`src/cam_pkg.sv`:
```
package cam_pkg;

    ////////////////////////////////////////
    // pixel format widths
    ////////////////////////////////////////
    localparam int BYTE_BITS  = 8;                           // sensor bus width
    localparam int CHAN_BITS  = 8;                           // output channel width
    localparam int RED_BITS   = 5;                           // rgb565 red field
    localparam int GREEN_BITS = 6;                           // rgb565 green field
    localparam int BLUE_BITS  = 5;                           // rgb565 blue field
    localparam int PIX_BITS   = RED_BITS + GREEN_BITS + BLUE_BITS; // 16 bits packed

    ////////////////////////////////////////
    // plain vector types
    ////////////////////////////////////////
    typedef logic [BYTE_BITS-1:0] byte_t;                    // one sensor byte
    typedef logic [PIX_BITS-1:0]  rgb565_t;                  // r[15:11] g[10:5] b[4:0]
    typedef logic [CHAN_BITS-1:0] chan_t;                    // one 8-bit colour

    ////////////////////////////////////////
    // grouped signals
    ////////////////////////////////////////
    typedef struct packed
    {
        chan_t red;                                          // bits 23:16
        chan_t green;                                        // bits 15:8
        chan_t blue;                                         // bits 7:0
    } rgb888_t;

    // sensor pins, 10 bits
    typedef struct packed
    {
        logic  vsync;                                        // frame sync from sensor
        logic  href;                                         // line valid
        byte_t data;                                         // byte stream
    } cam_in_t;

    // packer output, 18 bits
    typedef struct packed
    {
        logic    valid;                                      // one-cycle pixel strobe
        logic    vsync;                                      // delayed frame sync
        rgb565_t pixel;                                      // packed pixel
    } pix565_t;

    // video output, 26 bits
    typedef struct packed
    {
        logic    de;                                         // data enable
        logic    vs;                                         // vertical sync
        rgb888_t rgb;                                        // expanded colour
    } vid_out_t;

endpackage

```
`src/ctrl_pkg.sv`:
```
package ctrl_pkg;

    ////////////////////////////////////////
    // key counter types and limits
    ////////////////////////////////////////
    typedef logic [1:0] ctrl_cnt_t;                          // press count value

    localparam ctrl_cnt_t DIM_MAX     = 2'd2;                // dim levels 0..2
    localparam ctrl_cnt_t REVERSE_MAX = 2'd1;                // reverse off/on

    localparam int DEBOUNCE_CYCLES = 16;                     // stable samples to accept

    typedef logic [4:0] debounce_cnt_t;                      // counts up to 16

    ////////////////////////////////////////
    // debounce fsm
    ////////////////////////////////////////
    typedef enum logic [1:0]
    {
        KEY_UP,                                              // released, stable
        KEY_FALL_WAIT,                                       // going low, filtering
        KEY_DOWN,                                            // pressed, stable
        KEY_RISE_WAIT                                        // going high, filtering
    } key_state_e;

    // adjustment controls for the pixel path
    typedef struct packed
    {
        ctrl_cnt_t dim_level;                                // right shift amount
        logic      reverse;                                  // invert all channels
    } pixel_ctrl_t;

endpackage

```
`src/cam_byte_pack.sv`:
```
`timescale 1ns/1ns

module cam_byte_pack
(
    input  logic              core_clk,                      // pixel clock domain
    input  logic              rst_n_i,                       // sync, active low
    input  cam_pkg::cam_in_t  cam_i,                         // raw sensor pins
    output cam_pkg::pix565_t  pix_o                          // paired rgb565 pixels
);

    typedef enum logic
    {
        PACK_HIGH,                                           // expecting first byte
        PACK_LOW                                             // expecting second byte
    } pack_state_e;

    cam_pkg::cam_in_t cam_q;                                 // registered pins
    cam_pkg::byte_t   high_byte_q;                           // held first byte
    pack_state_e      state_q;                               // byte phase on the line

    ////////////////////////////////////////
    // input register
    ////////////////////////////////////////
    always_ff @(posedge core_clk)
    begin
        if (!rst_n_i)
        begin
            cam_q <= '0;                                     // href/vsync low at start
        end
        else
        begin
            cam_q <= cam_i;                                  // all pins together in one cycle
        end
    end

    ////////////////////////////////////////
    // pairing fsm
    ////////////////////////////////////////
    always_ff @(posedge core_clk)
    begin
        if (!rst_n_i)
        begin
            state_q <= PACK_HIGH;
        end
        else if (!cam_q.href)
        begin
            state_q <= PACK_HIGH;                            // odd byte dropped and line restarts
        end
        else
        begin
            case (state_q)
                PACK_HIGH: state_q <= PACK_LOW;
                PACK_LOW:  state_q <= PACK_HIGH;
                default:   state_q <= PACK_HIGH;
            endcase
        end
    end

    // first byte of the pair
    always_ff @(posedge core_clk)
    begin
        if (cam_q.href && state_q == PACK_HIGH)
        begin
            high_byte_q <= cam_q.data;                       // high byte of rgb565
        end
    end

    ////////////////////////////////////////
    // pixel output
    ////////////////////////////////////////
    always_ff @(posedge core_clk)
    begin
        if (!rst_n_i)
        begin
            pix_o <= '0;                                     // no strobe, zero pixel
        end
        else
        begin
            pix_o.vsync <= cam_q.vsync;                      // keeps step with data
            pix_o.valid <= cam_q.href && (state_q == PACK_LOW); // strobe on low byte
            if (cam_q.href && state_q == PACK_LOW)
            begin
                pix_o.pixel <= {high_byte_q, cam_q.data};    // high byte first
            end
        end
    end

endmodule

```
`src/key_ctl.sv`:
```
`timescale 1ns/1ns

module key_ctl
#(
    parameter ctrl_pkg::ctrl_cnt_t count_max = ctrl_pkg::DIM_MAX // last value before wrap
)
(
    input  logic                core_clk,
    input  logic                rst_n_i,                     // sync, active low
    input  logic                key_n_i,                     // raw key, low when pressed
    output ctrl_pkg::ctrl_cnt_t count_o                      // accepted press count
);

    localparam ctrl_pkg::debounce_cnt_t STABLE_LAST =
        ctrl_pkg::debounce_cnt_t'(ctrl_pkg::DEBOUNCE_CYCLES - 1);

    logic                    key_meta_q;                     // first sync stage
    logic                    key_sync_q;                     // second sync stage
    ctrl_pkg::key_state_e    state_q;
    ctrl_pkg::debounce_cnt_t stable_cnt_q;                   // stable sample count

    ////////////////////////////////////////
    // two-flop synchroniser
    ////////////////////////////////////////
    always_ff @(posedge core_clk)
    begin
        if (!rst_n_i)
        begin
            key_meta_q <= 1'b1;                              // idle is released
            key_sync_q <= 1'b1;
        end
        else
        begin
            key_meta_q <= key_n_i;
            key_sync_q <= key_meta_q;
        end
    end

    ////////////////////////////////////////
    // debounce fsm and press counter
    ////////////////////////////////////////
    always_ff @(posedge core_clk)
    begin
        if (!rst_n_i)
        begin
            state_q      <= ctrl_pkg::KEY_UP;
            stable_cnt_q <= '0;
            count_o      <= '0;
        end
        else
        begin
            case (state_q)
                ctrl_pkg::KEY_UP:
                begin
                    stable_cnt_q <= '0;
                    if (!key_sync_q)
                        state_q <= ctrl_pkg::KEY_FALL_WAIT;  // possible press
                end
                ctrl_pkg::KEY_FALL_WAIT:
                begin
                    if (key_sync_q)
                        state_q <= ctrl_pkg::KEY_UP;         // bounce, back off
                    else if (stable_cnt_q == STABLE_LAST)
                    begin
                        state_q <= ctrl_pkg::KEY_DOWN;       // press accepted
                        count_o <= (count_o == count_max) ? '0 : count_o + 2'd1; // wrap
                    end
                    else
                        stable_cnt_q <= stable_cnt_q + 5'd1;
                end
                ctrl_pkg::KEY_DOWN:
                begin
                    stable_cnt_q <= '0;
                    if (key_sync_q)
                        state_q <= ctrl_pkg::KEY_RISE_WAIT;  // possible release
                end
                ctrl_pkg::KEY_RISE_WAIT:
                begin
                    if (!key_sync_q)
                        state_q <= ctrl_pkg::KEY_DOWN;       // still held
                    else if (stable_cnt_q == STABLE_LAST)
                        state_q <= ctrl_pkg::KEY_UP;         // release accepted
                    else
                        stable_cnt_q <= stable_cnt_q + 5'd1;
                end
                default: state_q <= ctrl_pkg::KEY_UP;
            endcase
        end
    end

endmodule

```
`src/pixel_adjust.sv`:
```
`timescale 1ns/1ns

module pixel_adjust
(
    input  logic                  core_clk,
    input  logic                  rst_n_i,                   // sync, active low
    input  cam_pkg::pix565_t      pix_i,                     // strobed rgb565 pixels
    input  ctrl_pkg::pixel_ctrl_t ctrl_i,                    // dim level and reverse
    output cam_pkg::vid_out_t     vid_o                      // rgb888 video out
);

    // dim first, then optional inversion
    function automatic cam_pkg::chan_t adjust_chan
    (
        input cam_pkg::chan_t        chan,
        input ctrl_pkg::pixel_ctrl_t ctrl
    );
        cam_pkg::chan_t dimmed;
        dimmed = chan >> ctrl.dim_level;                     // 0, 1 or 2 bits down
        return dimmed ^ {cam_pkg::CHAN_BITS{ctrl.reverse}};  // bitwise invert when set
    endfunction

    cam_pkg::chan_t  red_exp;                                // zero-filled expansions
    cam_pkg::chan_t  green_exp;
    cam_pkg::chan_t  blue_exp;
    cam_pkg::rgb888_t rgb_adj;                               // transformed pixel

    ////////////////////////////////////////
    // rgb565 field split and expand
    ////////////////////////////////////////
    always_comb
    begin
        red_exp   = cam_pkg::chan_t'(pix_i.pixel[cam_pkg::PIX_BITS-1 -: cam_pkg::RED_BITS])
                    << (cam_pkg::CHAN_BITS - cam_pkg::RED_BITS);    // 3 low zeros
        green_exp = cam_pkg::chan_t'(pix_i.pixel[cam_pkg::BLUE_BITS +: cam_pkg::GREEN_BITS])
                    << (cam_pkg::CHAN_BITS - cam_pkg::GREEN_BITS);  // 2 low zeros
        blue_exp  = cam_pkg::chan_t'(pix_i.pixel[0 +: cam_pkg::BLUE_BITS])
                    << (cam_pkg::CHAN_BITS - cam_pkg::BLUE_BITS);   // 3 low zeros

        rgb_adj.red   = adjust_chan(red_exp, ctrl_i);
        rgb_adj.green = adjust_chan(green_exp, ctrl_i);
        rgb_adj.blue  = adjust_chan(blue_exp, ctrl_i);
    end

    ////////////////////////////////////////
    // output register
    ////////////////////////////////////////
    always_ff @(posedge core_clk)
    begin
        if (!rst_n_i)
        begin
            vid_o <= '0;                                     // de/vs low, black pixel
        end
        else
        begin
            vid_o.de <= pix_i.valid;                         // follows the strobe
            vid_o.vs <= pix_i.vsync;                         // same delay as data
            if (pix_i.valid)
            begin
                vid_o.rgb <= rgb_adj;                        // hold last pixel otherwise
            end
        end
    end

endmodule

```
`src/cam_top.sv`:
```
`timescale 1ns/1ns

module cam_top
(
    input  logic              core_clk,                      // camera pixel clock
    input  logic              rst_n_i,                       // sync, active low
    input  cam_pkg::cam_in_t  cam_i,                         // sensor vsync/href/data
    input  logic              key_dim_n_i,                   // dim step key
    input  logic              key_reverse_n_i,               // colour reverse key
    output cam_pkg::vid_out_t vid_o                          // de, vs, rgb888
);

    ////////////////////////////////////////
    // internal wires
    ////////////////////////////////////////
    cam_pkg::pix565_t      pix;                              // packer to adjust
    ctrl_pkg::ctrl_cnt_t   dim_cnt;                          // 0..2
    ctrl_pkg::ctrl_cnt_t   reverse_cnt;                      // 0..1
    ctrl_pkg::pixel_ctrl_t pix_ctrl;                         // combined controls

    assign pix_ctrl = '{dim_level: dim_cnt, reverse: reverse_cnt[0]}; // lsb toggles

    ////////////////////////////////////////
    // capture path
    ////////////////////////////////////////
    cam_byte_pack u_byte_pack
    (
        .core_clk (core_clk),
        .rst_n_i  (rst_n_i),
        .cam_i    (cam_i),                                   // raw pins
        .pix_o    (pix)                                      // 2 cycles later
    );

    pixel_adjust u_pixel_adjust
    (
        .core_clk (core_clk),
        .rst_n_i  (rst_n_i),
        .pix_i    (pix),
        .ctrl_i   (pix_ctrl),
        .vid_o    (vid_o)                                    // 1 more cycle
    );

    ////////////////////////////////////////
    // key controllers
    ////////////////////////////////////////
    key_ctl
    #(
        .count_max (ctrl_pkg::DIM_MAX)                       // 0, 1, 2, wrap
    )
    u_key_dim
    (
        .core_clk (core_clk),
        .rst_n_i  (rst_n_i),
        .key_n_i  (key_dim_n_i),
        .count_o  (dim_cnt)
    );

    key_ctl
    #(
        .count_max (ctrl_pkg::REVERSE_MAX)                   // toggles 0/1
    )
    u_key_reverse
    (
        .core_clk (core_clk),
        .rst_n_i  (rst_n_i),
        .key_n_i  (key_reverse_n_i),
        .count_o  (reverse_cnt)
    );

endmodule

```
`config.mk`:
```
export PLATFORM = sky130hd
export DESIGN_NAME = cam_top
export DESIGN_NICKNAME = d
export VERILOG_FILES = /design/src/cam_pkg.sv /design/src/ctrl_pkg.sv /design/src/cam_byte_pack.sv /design/src/key_ctl.sv /design/src/pixel_adjust.sv /design/src/cam_top.sv
export SDC_FILE = /design/constraint.sdc
export NUM_CORES = 1
export LEC_CHECK = 0
export BUFFER_PORTS_ARGS = -buffer_cell sky130_fd_sc_hd__clkbuf_2
export CAP_MARGIN = 5
export CELL_PAD_IN_SITES_DETAIL_PLACEMENT = 0
export CELL_PAD_IN_SITES_GLOBAL_PLACEMENT = 1
export CORE_MARGIN = 5
export CORE_UTILIZATION = 45
export CTS_BUF_LIST = sky130_fd_sc_hd__clkbuf_8 sky130_fd_sc_hd__clkbuf_16
export CTS_CLUSTER_SIZE = 14
export DETAILED_ROUTE_END_ITERATION = 10
export PLACE_DENSITY = 0.8
export SETUP_SLACK_MARGIN = 0.3
export SYNTH_ARGS = -nofsm -noshare
export SYNTH_HDL_FRONTEND = slang
export SYNTH_SLANG_ARGS = --single-unit
```
`constraint.sdc`:
```
create_clock -name core_clk -period 4.95 [get_ports core_clk]
set_input_delay 0.2475 -clock core_clk [delete_from_list [all_inputs] [get_ports core_clk]]
set_output_delay 0.2475 -clock core_clk [all_outputs]
set_load 0.005 [all_outputs]
```
==> results of run 1 <==
[final timing paths]
| path | cells after the start | slack [ns] | to |
|---|---|---|---|
| worst max-delay path | 4 | 2.81 | u_pixel_adjust.vid_o[10] |
| worst min-delay path | 2 | 0.07 | u_key_reverse.key_meta_q |
| worst max register to register | 4 | 2.81 | u_pixel_adjust.vid_o[10] |
| worst min register to register | 1 | 0.42 | u_key_reverse.key_sync_q |
[cells by family after synthesis]
group / after synthesis / synth area share (%)
AO/OA/AOI/OAI: 91 / 14.36
XOR/XNOR: 15 / 3.599
adder cells (fa/ha/maj): 4 / 1.371
buffers and inverters: 35 / 5.279
flip-flops: 84 / 48.27
multiplexers: 21 / 9.085
AND/OR/NAND/NOR: 115 / 18.03
[registers in the layout, summed over array words and instances, names as in the netlist, 2 cells and up, named ones only]
name                        flops
u_key_reverse.stable_cnt_q      5
u_byte_pack.pix_o              18
u_pixel_adjust.vid_o           26
u_byte_pack.cam_q              10
u_key_dim.stable_cnt_q          5
u_key_dim.count_o               2
u_byte_pack.high_byte_q         8
[cell type report]
type	instances	share of cell area [%]
Clock buffer	9	3.084
Inverter	6	0.5607
Multi-Input combinational cell	246	42.21
Tap cell	102	3.178
Timing Repair Buffer	41	5.234
Clock inverter	7	1.869
Sequential cell	84	43.86
[cell usage after synthesis, types with 3 or more instances]
library cell	number
sky130_fd_sc_hd__ha_1	4
sky130_fd_sc_hd__o31ai_1	4
sky130_fd_sc_hd__nor2_1	5
sky130_fd_sc_hd__clkbuf_1	13
sky130_fd_sc_hd__nor2b_1	3
sky130_fd_sc_hd__xnor2_1	11
sky130_fd_sc_hd__xor2_1	4
sky130_fd_sc_hd__nor3b_2	3
sky130_fd_sc_hd__mux4_1	5
sky130_fd_sc_hd__and3_1	3
sky130_fd_sc_hd__o21ai_0	21
sky130_fd_sc_hd__or3_1	7
sky130_fd_sc_hd__o21a_1	3
sky130_fd_sc_hd__dfxtp_1	76
sky130_fd_sc_hd__o211ai_1	10
sky130_fd_sc_hd__and3b_1	3
sky130_fd_sc_hd__a211o_1	3
sky130_fd_sc_hd__nand3b_1	12
sky130_fd_sc_hd__nand3_1	8
sky130_fd_sc_hd__inv_1	6
sky130_fd_sc_hd__nand2b_1	4
sky130_fd_sc_hd__mux2i_1	8
sky130_fd_sc_hd__edfxtp_1	8
sky130_fd_sc_hd__nand2_1	42
sky130_fd_sc_hd__a21oi_1	45
sky130_fd_sc_hd__or4_1	4
sky130_fd_sc_hd__buf_2	10
sky130_fd_sc_hd__and2_1	15
[stage by stage]
stage	setup slack (ns)	cells	hold slack [ns]	utilization [%]
after floorplan	3.239	365	0.3490	-
after detailed placement	2.819	479	0.4046	48.89
after global routing	2.639	495	0.05524	51.44
after CTS	2.791	495	0.04898	51.44
after global placement	2.913	479	0.3937	48.89
final	2.806	495	0.06548	51.44
[per-layer routing]
layer | up-vias | global-route usage, %
li1 | 1346 | -
met1 | 1225 | 20.24
met2 | 62 | 22.17
met3 | 11 | 4.309
met4 | 0 | 5.803
met5 | - | 0
[power groups by stage]
stage	registers (W)	logic, W	clock network, W
after floorplan	0.000720	0.0000218	0
after global placement	0.000722	0.0000307	0
after detailed placement	0.000722	0.0000314	0
after CTS	0.000706	0.0000315	0.000503
after global routing	0.000708	0.0000359	0.000534
final	0.000706	0.0000307	0.000487
[worst max-delay path, cell delays in order, from the launching register on]
cell	delay, ns
sky130_fd_sc_hd__dfxtp_1	0.76
sky130_fd_sc_hd__buf_4	0.37
sky130_fd_sc_hd__mux4_1	0.59
sky130_fd_sc_hd__xnor2_1	0.18
sky130_fd_sc_hd__a21oi_1	0.08
==> impl_metrics.csv, run 1 <==
group,metric,value,unit
run_status,run_status,"finished, final reports clean",
power,power.share.sequential,57.7,%
logic_synthesis,ys_async_sr_fraction,0,%
power,total_power,0.001224,W
route,drt_first_pass_iters,4,
power,worst_ir_drop_vdd,203.4,uV
cts,postCtsHoldBufs,0,
sta,max_clock_freq,466.4,MHz
sta,unrepaired_setup_endpoints_after_global_routing,"no",
placement,place.detailed.hpwl,4.690,mm
cts,cts_tree,"yes",
critical_path,setup_cp_type,"reg2reg",
route,vias_per_cell,5.341,
floorplan,num_rows,32,
placement,port_buffers,39,
logic_synthesis,syn-mean-instance-area,9.999,um^2
floorplan,initial_utilization,46.75,%
global_route,grt.overflow.total,0,
global_route,first_global_vias,2491,
power,p_leak,1.451,nW
route,routed_wirelength,6.883,mm
route,drc,0,
power,power.switching,0.0002760,W
logic_synthesis,synth_fp_nets,383,
global_route,grt_start_max_net_pins,44,
critical_path,r2r-start,"u_key_dim.count_o[0]",
power,power_per_cell_area,304.7,mW/mm^2
job,drv.max_cap_violation_count,0,
floorplan,floorplan.io_pins,40,
finish,num-nets-final,406,
floorplan,fp.dieArea,0.01001,mm^2
finish,ff_latch_area,0.001762,mm^2
sta,worst_pin_slew,0.9690,ns
route,wl_met1,3.238,mm
logic_synthesis,yosysWarnings,0,
floorplan,die_w,100.1,um
power,clockPowerShare,39.8,%
logic_synthesis,yosys-top-cells-area,"sky130_fd_sc_hd__dfxtp_1 42%, sky130_fd_sc_hd__edfxtp_1 6.6%, sky130_fd_sc_hd__a21oi_1 6.2%",
route,met3WireLength,441,um
sta,worst_slew_margin_rel,35.31,%
logic_synthesis,synthDominantCellAreaShare,41.69,%
sta,finalCriticalPeriod,2.144,ns
power,internal_power,0.0009479,W
cts,clk-insertion-delay-late,0.36,ns
cts,ctsResizeCount,0,
cts,max-clock-path-buffers,2,
cts,postCtsSetupRepairBufs,0,
cts,clock-root-buffer,"sky130_fd_sc_hd__clkbuf_8",
placement,placed_area,0.003817,mm^2
logic_synthesis,synth_edf_count,8,
critical_path,critical_path_peak_fanout,20,
critical_path,arrival,2.35,ns
logic_synthesis,ys_ff_latch,84,
sta,maxSlewViolCount,0,
sta,final.setup.tns,0,ns
route,wl_per_cell,13.91,um
cts,clock_sink_count,84,
route,route.vias.total,2644,
finish,antenna-diode-count,0,
sta,timing.final.crit_share,43.31,%
sta,setup_violations,0,
logic_synthesis,synth.cell_area,0.003650,mm^2
global_route,grt_antenna_before_repair,0,
finish,final_design_area_no_fill,0.004016,mm^2
cts,cts-htree-levels,3,
power,p_sw_share,22.55,%
finish,final_common_cell,"sky130_fd_sc_hd__dfxtp_1",
finish,fillerInstances,759,
route,highest-signal-layer,"met4",
logic_synthesis,predominant_post_synthesis_flop_cell,"sky130_fd_sc_hd__dfxtp_1",
logic_synthesis,gate_count_of_the_mapped_netlist,365,
global_route,global_route_wire_length_before_repair,11.90,mm
logic_synthesis,synthDominantAreaCellType,"sky130_fd_sc_hd__dfxtp_1",
critical_path,timing_startpoint_of_the_critical_path,"u_key_dim.count_o[0]",
worst_hold_path,hold_path.class,"in2reg",
worst_hold_path,hold_path.startpoint,"key_reverse_n_i",
sta,hold_viol,0,
critical_path,cp-start-kind,"flop",
finish,flow.area_growth_from_synthesis,10.04,%
logic_synthesis,netlist-cell-type-count,43,
sta,skew_final,0.008187,ns
power,comb_power_share,2.5,%
global_route,global_route_usage_over_all_layers,14.82,%
cts,path_clk_slew,0.09,ns
floorplan,die_y,100.1,um
route,route.antenna.remaining_nets,0,
finish,area_of_the_multi_input_gates,0.001695,mm^2
logic_synthesis,seq_area_frac_synth,48.27,%
floorplan,core_region_area,0.007807,mm^2
cts,tritoncts.num_buffers,9,
route,wl_met2,3.121,mm
finish,mostFrequentLayoutCells,"76 x sky130_fd_sc_hd__dfxtp_1, 45 x sky130_fd_sc_hd__a21oi_1, 42 x sky130_fd_sc_hd__nand2_1",
placement,globalplace.congestion,0.7933,
critical_path,crit_required,5.15,ns
critical_path,crit_path_end_kind,"flop",
finish,fraction_of_layout_cells_with_a_size_suffix_above_1,17.56,%
route,detail_route.iter0.violations,133,
Power figures use the tool's default switching activity.
==> run 2: changes to the inputs <==
==> constraint.sdc (replaced) <==
create_clock -name core_clk -period 2.1 [get_ports core_clk]
set_input_delay 0.105 -clock core_clk [delete_from_list [all_inputs] [get_ports core_clk]]
set_output_delay 0.105 -clock core_clk [all_outputs]
set_load 0.005 [all_outputs]
==> run 2 against run 1 <==
Against the previous run:
- worst hold slack better by 0.013 ns
- critical path type unchanged
- utilization increased by 2.9 points
- first-iteration DRC count is 11% lower
- highest routed layer unchanged
- worst setup slack worse by 2.4 ns
==> impl_metrics.csv, run 2 (synthesized netlist as in run 1, its figures left out) <==
group,metric,value,unit
run_status,run_status,"finished, final reports clean",
sta,worst_pin_slew,0.8268,ns
global_route,grt.overflow.total,0,
finish,antenna-diode-count,0,
route,route.vias.total,2687,
job,drv.max_cap_violation_count,0,
floorplan,num_rows,32,
power,comb_power_share,3.2,%
critical_path,path_buf_inv,0,
global_route,grt_antenna_before_repair,0,
cts,clock-root-buffer,"sky130_fd_sc_hd__clkbuf_8",
sta,unrepaired_setup_endpoints_after_global_routing,"no",
critical_path,timing_startpoint_of_the_critical_path,"u_key_dim.stable_cnt_q[0]",
finish,flow.area_growth_from_synthesis,16.25,%
critical_path,cp-start-kind,"flop",
critical_path,crit_path_top_delay_cell,"sky130_fd_sc_hd__or4_1",
power,internal_power,0.002397,W
critical_path,r2r-start,"u_key_dim.stable_cnt_q[0]",
floorplan,fp.dieArea,0.01001,mm^2
placement,place.detailed.hpwl,4.789,mm
finish,top_regs,"u_pixel_adjust.vid_o (26), u_byte_pack.pix_o (18), u_byte_pack.cam_q (10)",
floorplan,initial_utilization,46.75,%
sta,timing.final.crit_share,79.94,%
critical_path,setup_cp_type,"reg2reg",
placement,globalplace.congestion,0.8114,
global_route,grt_start_max_net_pins,32,
critical_path,crit_path_end_kind,"flop",
cts,tritoncts.num_buffers,9,
sta,maxSlewViolCount,0,
cts,cts_tree,"yes",
worst_hold_path,hold_path.startpoint,"rst_n_i",
floorplan,core_region_area,0.007807,mm^2
sta,final.setup.tns,0,ns
power,clockPowerShare,42.2,%
power,p_sw_share,21.23,%
finish,num-nets-final,423,
placement,detailedPlace.worstSlack,0.2972,ns
finish,final_common_cell,"sky130_fd_sc_hd__dfxtp_1",
sta,max_clock_freq,595.7,MHz
floorplan,die_w,100.1,um
route,routed_wirelength,7.180,mm
route,vias_per_cell,5.248,
finish,flip_flop_count_of_the_largest_register_after_layout,26,
cts,clock_sink_count,84,
sta,finalCriticalPeriod,1.679,ns
critical_path,critical_path.max_stage_delay,0.50,ns
floorplan,floorplan.io_pins,40,
critical_path,crit_required,2.38,ns
cts,max-clock-path-buffers,2,
route,detail_route.iter0.violations,119,
sta,setup_violations,0,
critical_path,crit_family,"simple AND/OR/NAND/NOR gates",
critical_path,arrival,1.96,ns
route,drt_first_pass_iters,4,
finish,top_register,"u_pixel_adjust.vid_o",
route,wl_per_cell,14.02,um
global_route,global_route_wire_length_before_repair,12.49,mm
sta,worst_slew_margin_rel,44.82,%
floorplan,die_y,100.1,um
critical_path,series_of_cell_instances_along_the_critical_path,"ha_1 > and3_1 > ha_4 > or4_1 > a21oi_1",
power,power.switching,0.0006460,W
sta,hold_viol,0,
finish,mostFrequentLayoutCells,"76 x sky130_fd_sc_hd__dfxtp_1, 45 x sky130_fd_sc_hd__a21oi_1, 42 x sky130_fd_sc_hd__nand2_1",
route,drc,0,
route,route.antenna.remaining_nets,0,
sta,post-route-worst-setup-slack,0.4212,ns
global_route,global_route_usage_over_all_layers,15.31,%
power,total_power,0.003043,W
power,worst_ir_drop_vdd,399.4,uV
power,power_per_cell_area,717.3,mW/mm^2
worst_hold_path,hold_path.class,"in2reg",
cts,cts-htree-levels,3,
power,p_leak,1.546,nW
finish,fraction_of_layout_cells_with_a_size_suffix_above_1,18.78,%
sta,skew_final,0.007901,ns
power,power.share.sequential,54.7,%
cts,path_clk_slew,0.09,ns
critical_path,critical_path_peak_fanout,14,
cts,clk-insertion-delay-late,0.34,ns
placement,port_buffers,39,
global_route,first_global_vias,2641,
## run 2: changes by cell type in the layout (fill, tap and decap cells not counted), sizes merged
cell and change:
inv -1, dlygate4sd3 +12, clkinvlp -1, buf +5
bufinv +1, clkbuf +1
## run 2: power groups by stage
stage | logic (W) | clock network, W | registers, W
2_1_floorplan | 0.0000513 | 0 | 0.00170
3_3_place_gp | 0.0000779 | 0 | 0.00170
3_5_place_dp | 0.0000794 | 0 | 0.00170
4_1_cts | 0.0000972 | 0.00132 | 0.00166
5_1_grt | 0.000110 | 0.00139 | 0.00167
6_report | 0.0000959 | 0.00128 | 0.00166
## run 2: layout make-up
type	instances	area, um^2
inverter	6	22.52
sequential	84	1762
timing repair buffer	58	380.4
clock buffer	10	137.6
multi-input combinational	246	1727
tap	102	127.6
fill	701	3565
clock inverter	6	86.33
## run 2: timing repair
item,4_1_cts,5_1_grt
hold endpoints to repair,12,0
hold buffers,12,0
endpoints found under the setup margin,4,5
gates resized for setup,2,3
buffers inserted,0,0
## run 2: metal layers
layer  track usage [%]  routed length [um]  vias to the layer above
met5                 0                   0                        -
met4             5.285                  95                        0
met3             3.475                 357                        9
met2             23.29                3205                       58
met1             21.48                3522                     1245
li1                  -                   -                     1375
## run 2: through the flow
| stage | utilization [%] | cell area (um^2) | instances | hold WS (ns) |
|---|---|---|---|---|
| finish | 54.34 | 4243 | 512 | 0.07851 |
| CTS | 54.01 | 4217 | 512 | 0.06504 |
| global route | 54.34 | 4243 | 512 | 0.08417 |
| global placement | 49.54 | 3867 | 484 | 0.2881 |
| floorplan | - | 3650 | 365 | 0.2065 |
| detailed placement | 49.54 | 3867 | 484 | 0.2971 |
## run 2: path summary, 6_finish.rpt
check	end	slack, ns	cells after the start
worst max-delay path	u_key_dim.stable_cnt_q[3]	0.42	5
worst min-delay path	u_pixel_adjust.vid_o[0]	0.08	3
worst max register to register	u_key_dim.stable_cnt_q[3]	0.42	5
worst min register to register	u_key_reverse.key_sync_q	0.41	1
## run 2: worst min-delay path, stage by stage
cell and delay [ns]:
sky130_fd_sc_hd__clkbuf_2 0.14, sky130_fd_sc_hd__o21ai_0 0.10, sky130_fd_sc_hd__a21oi_1 0.04
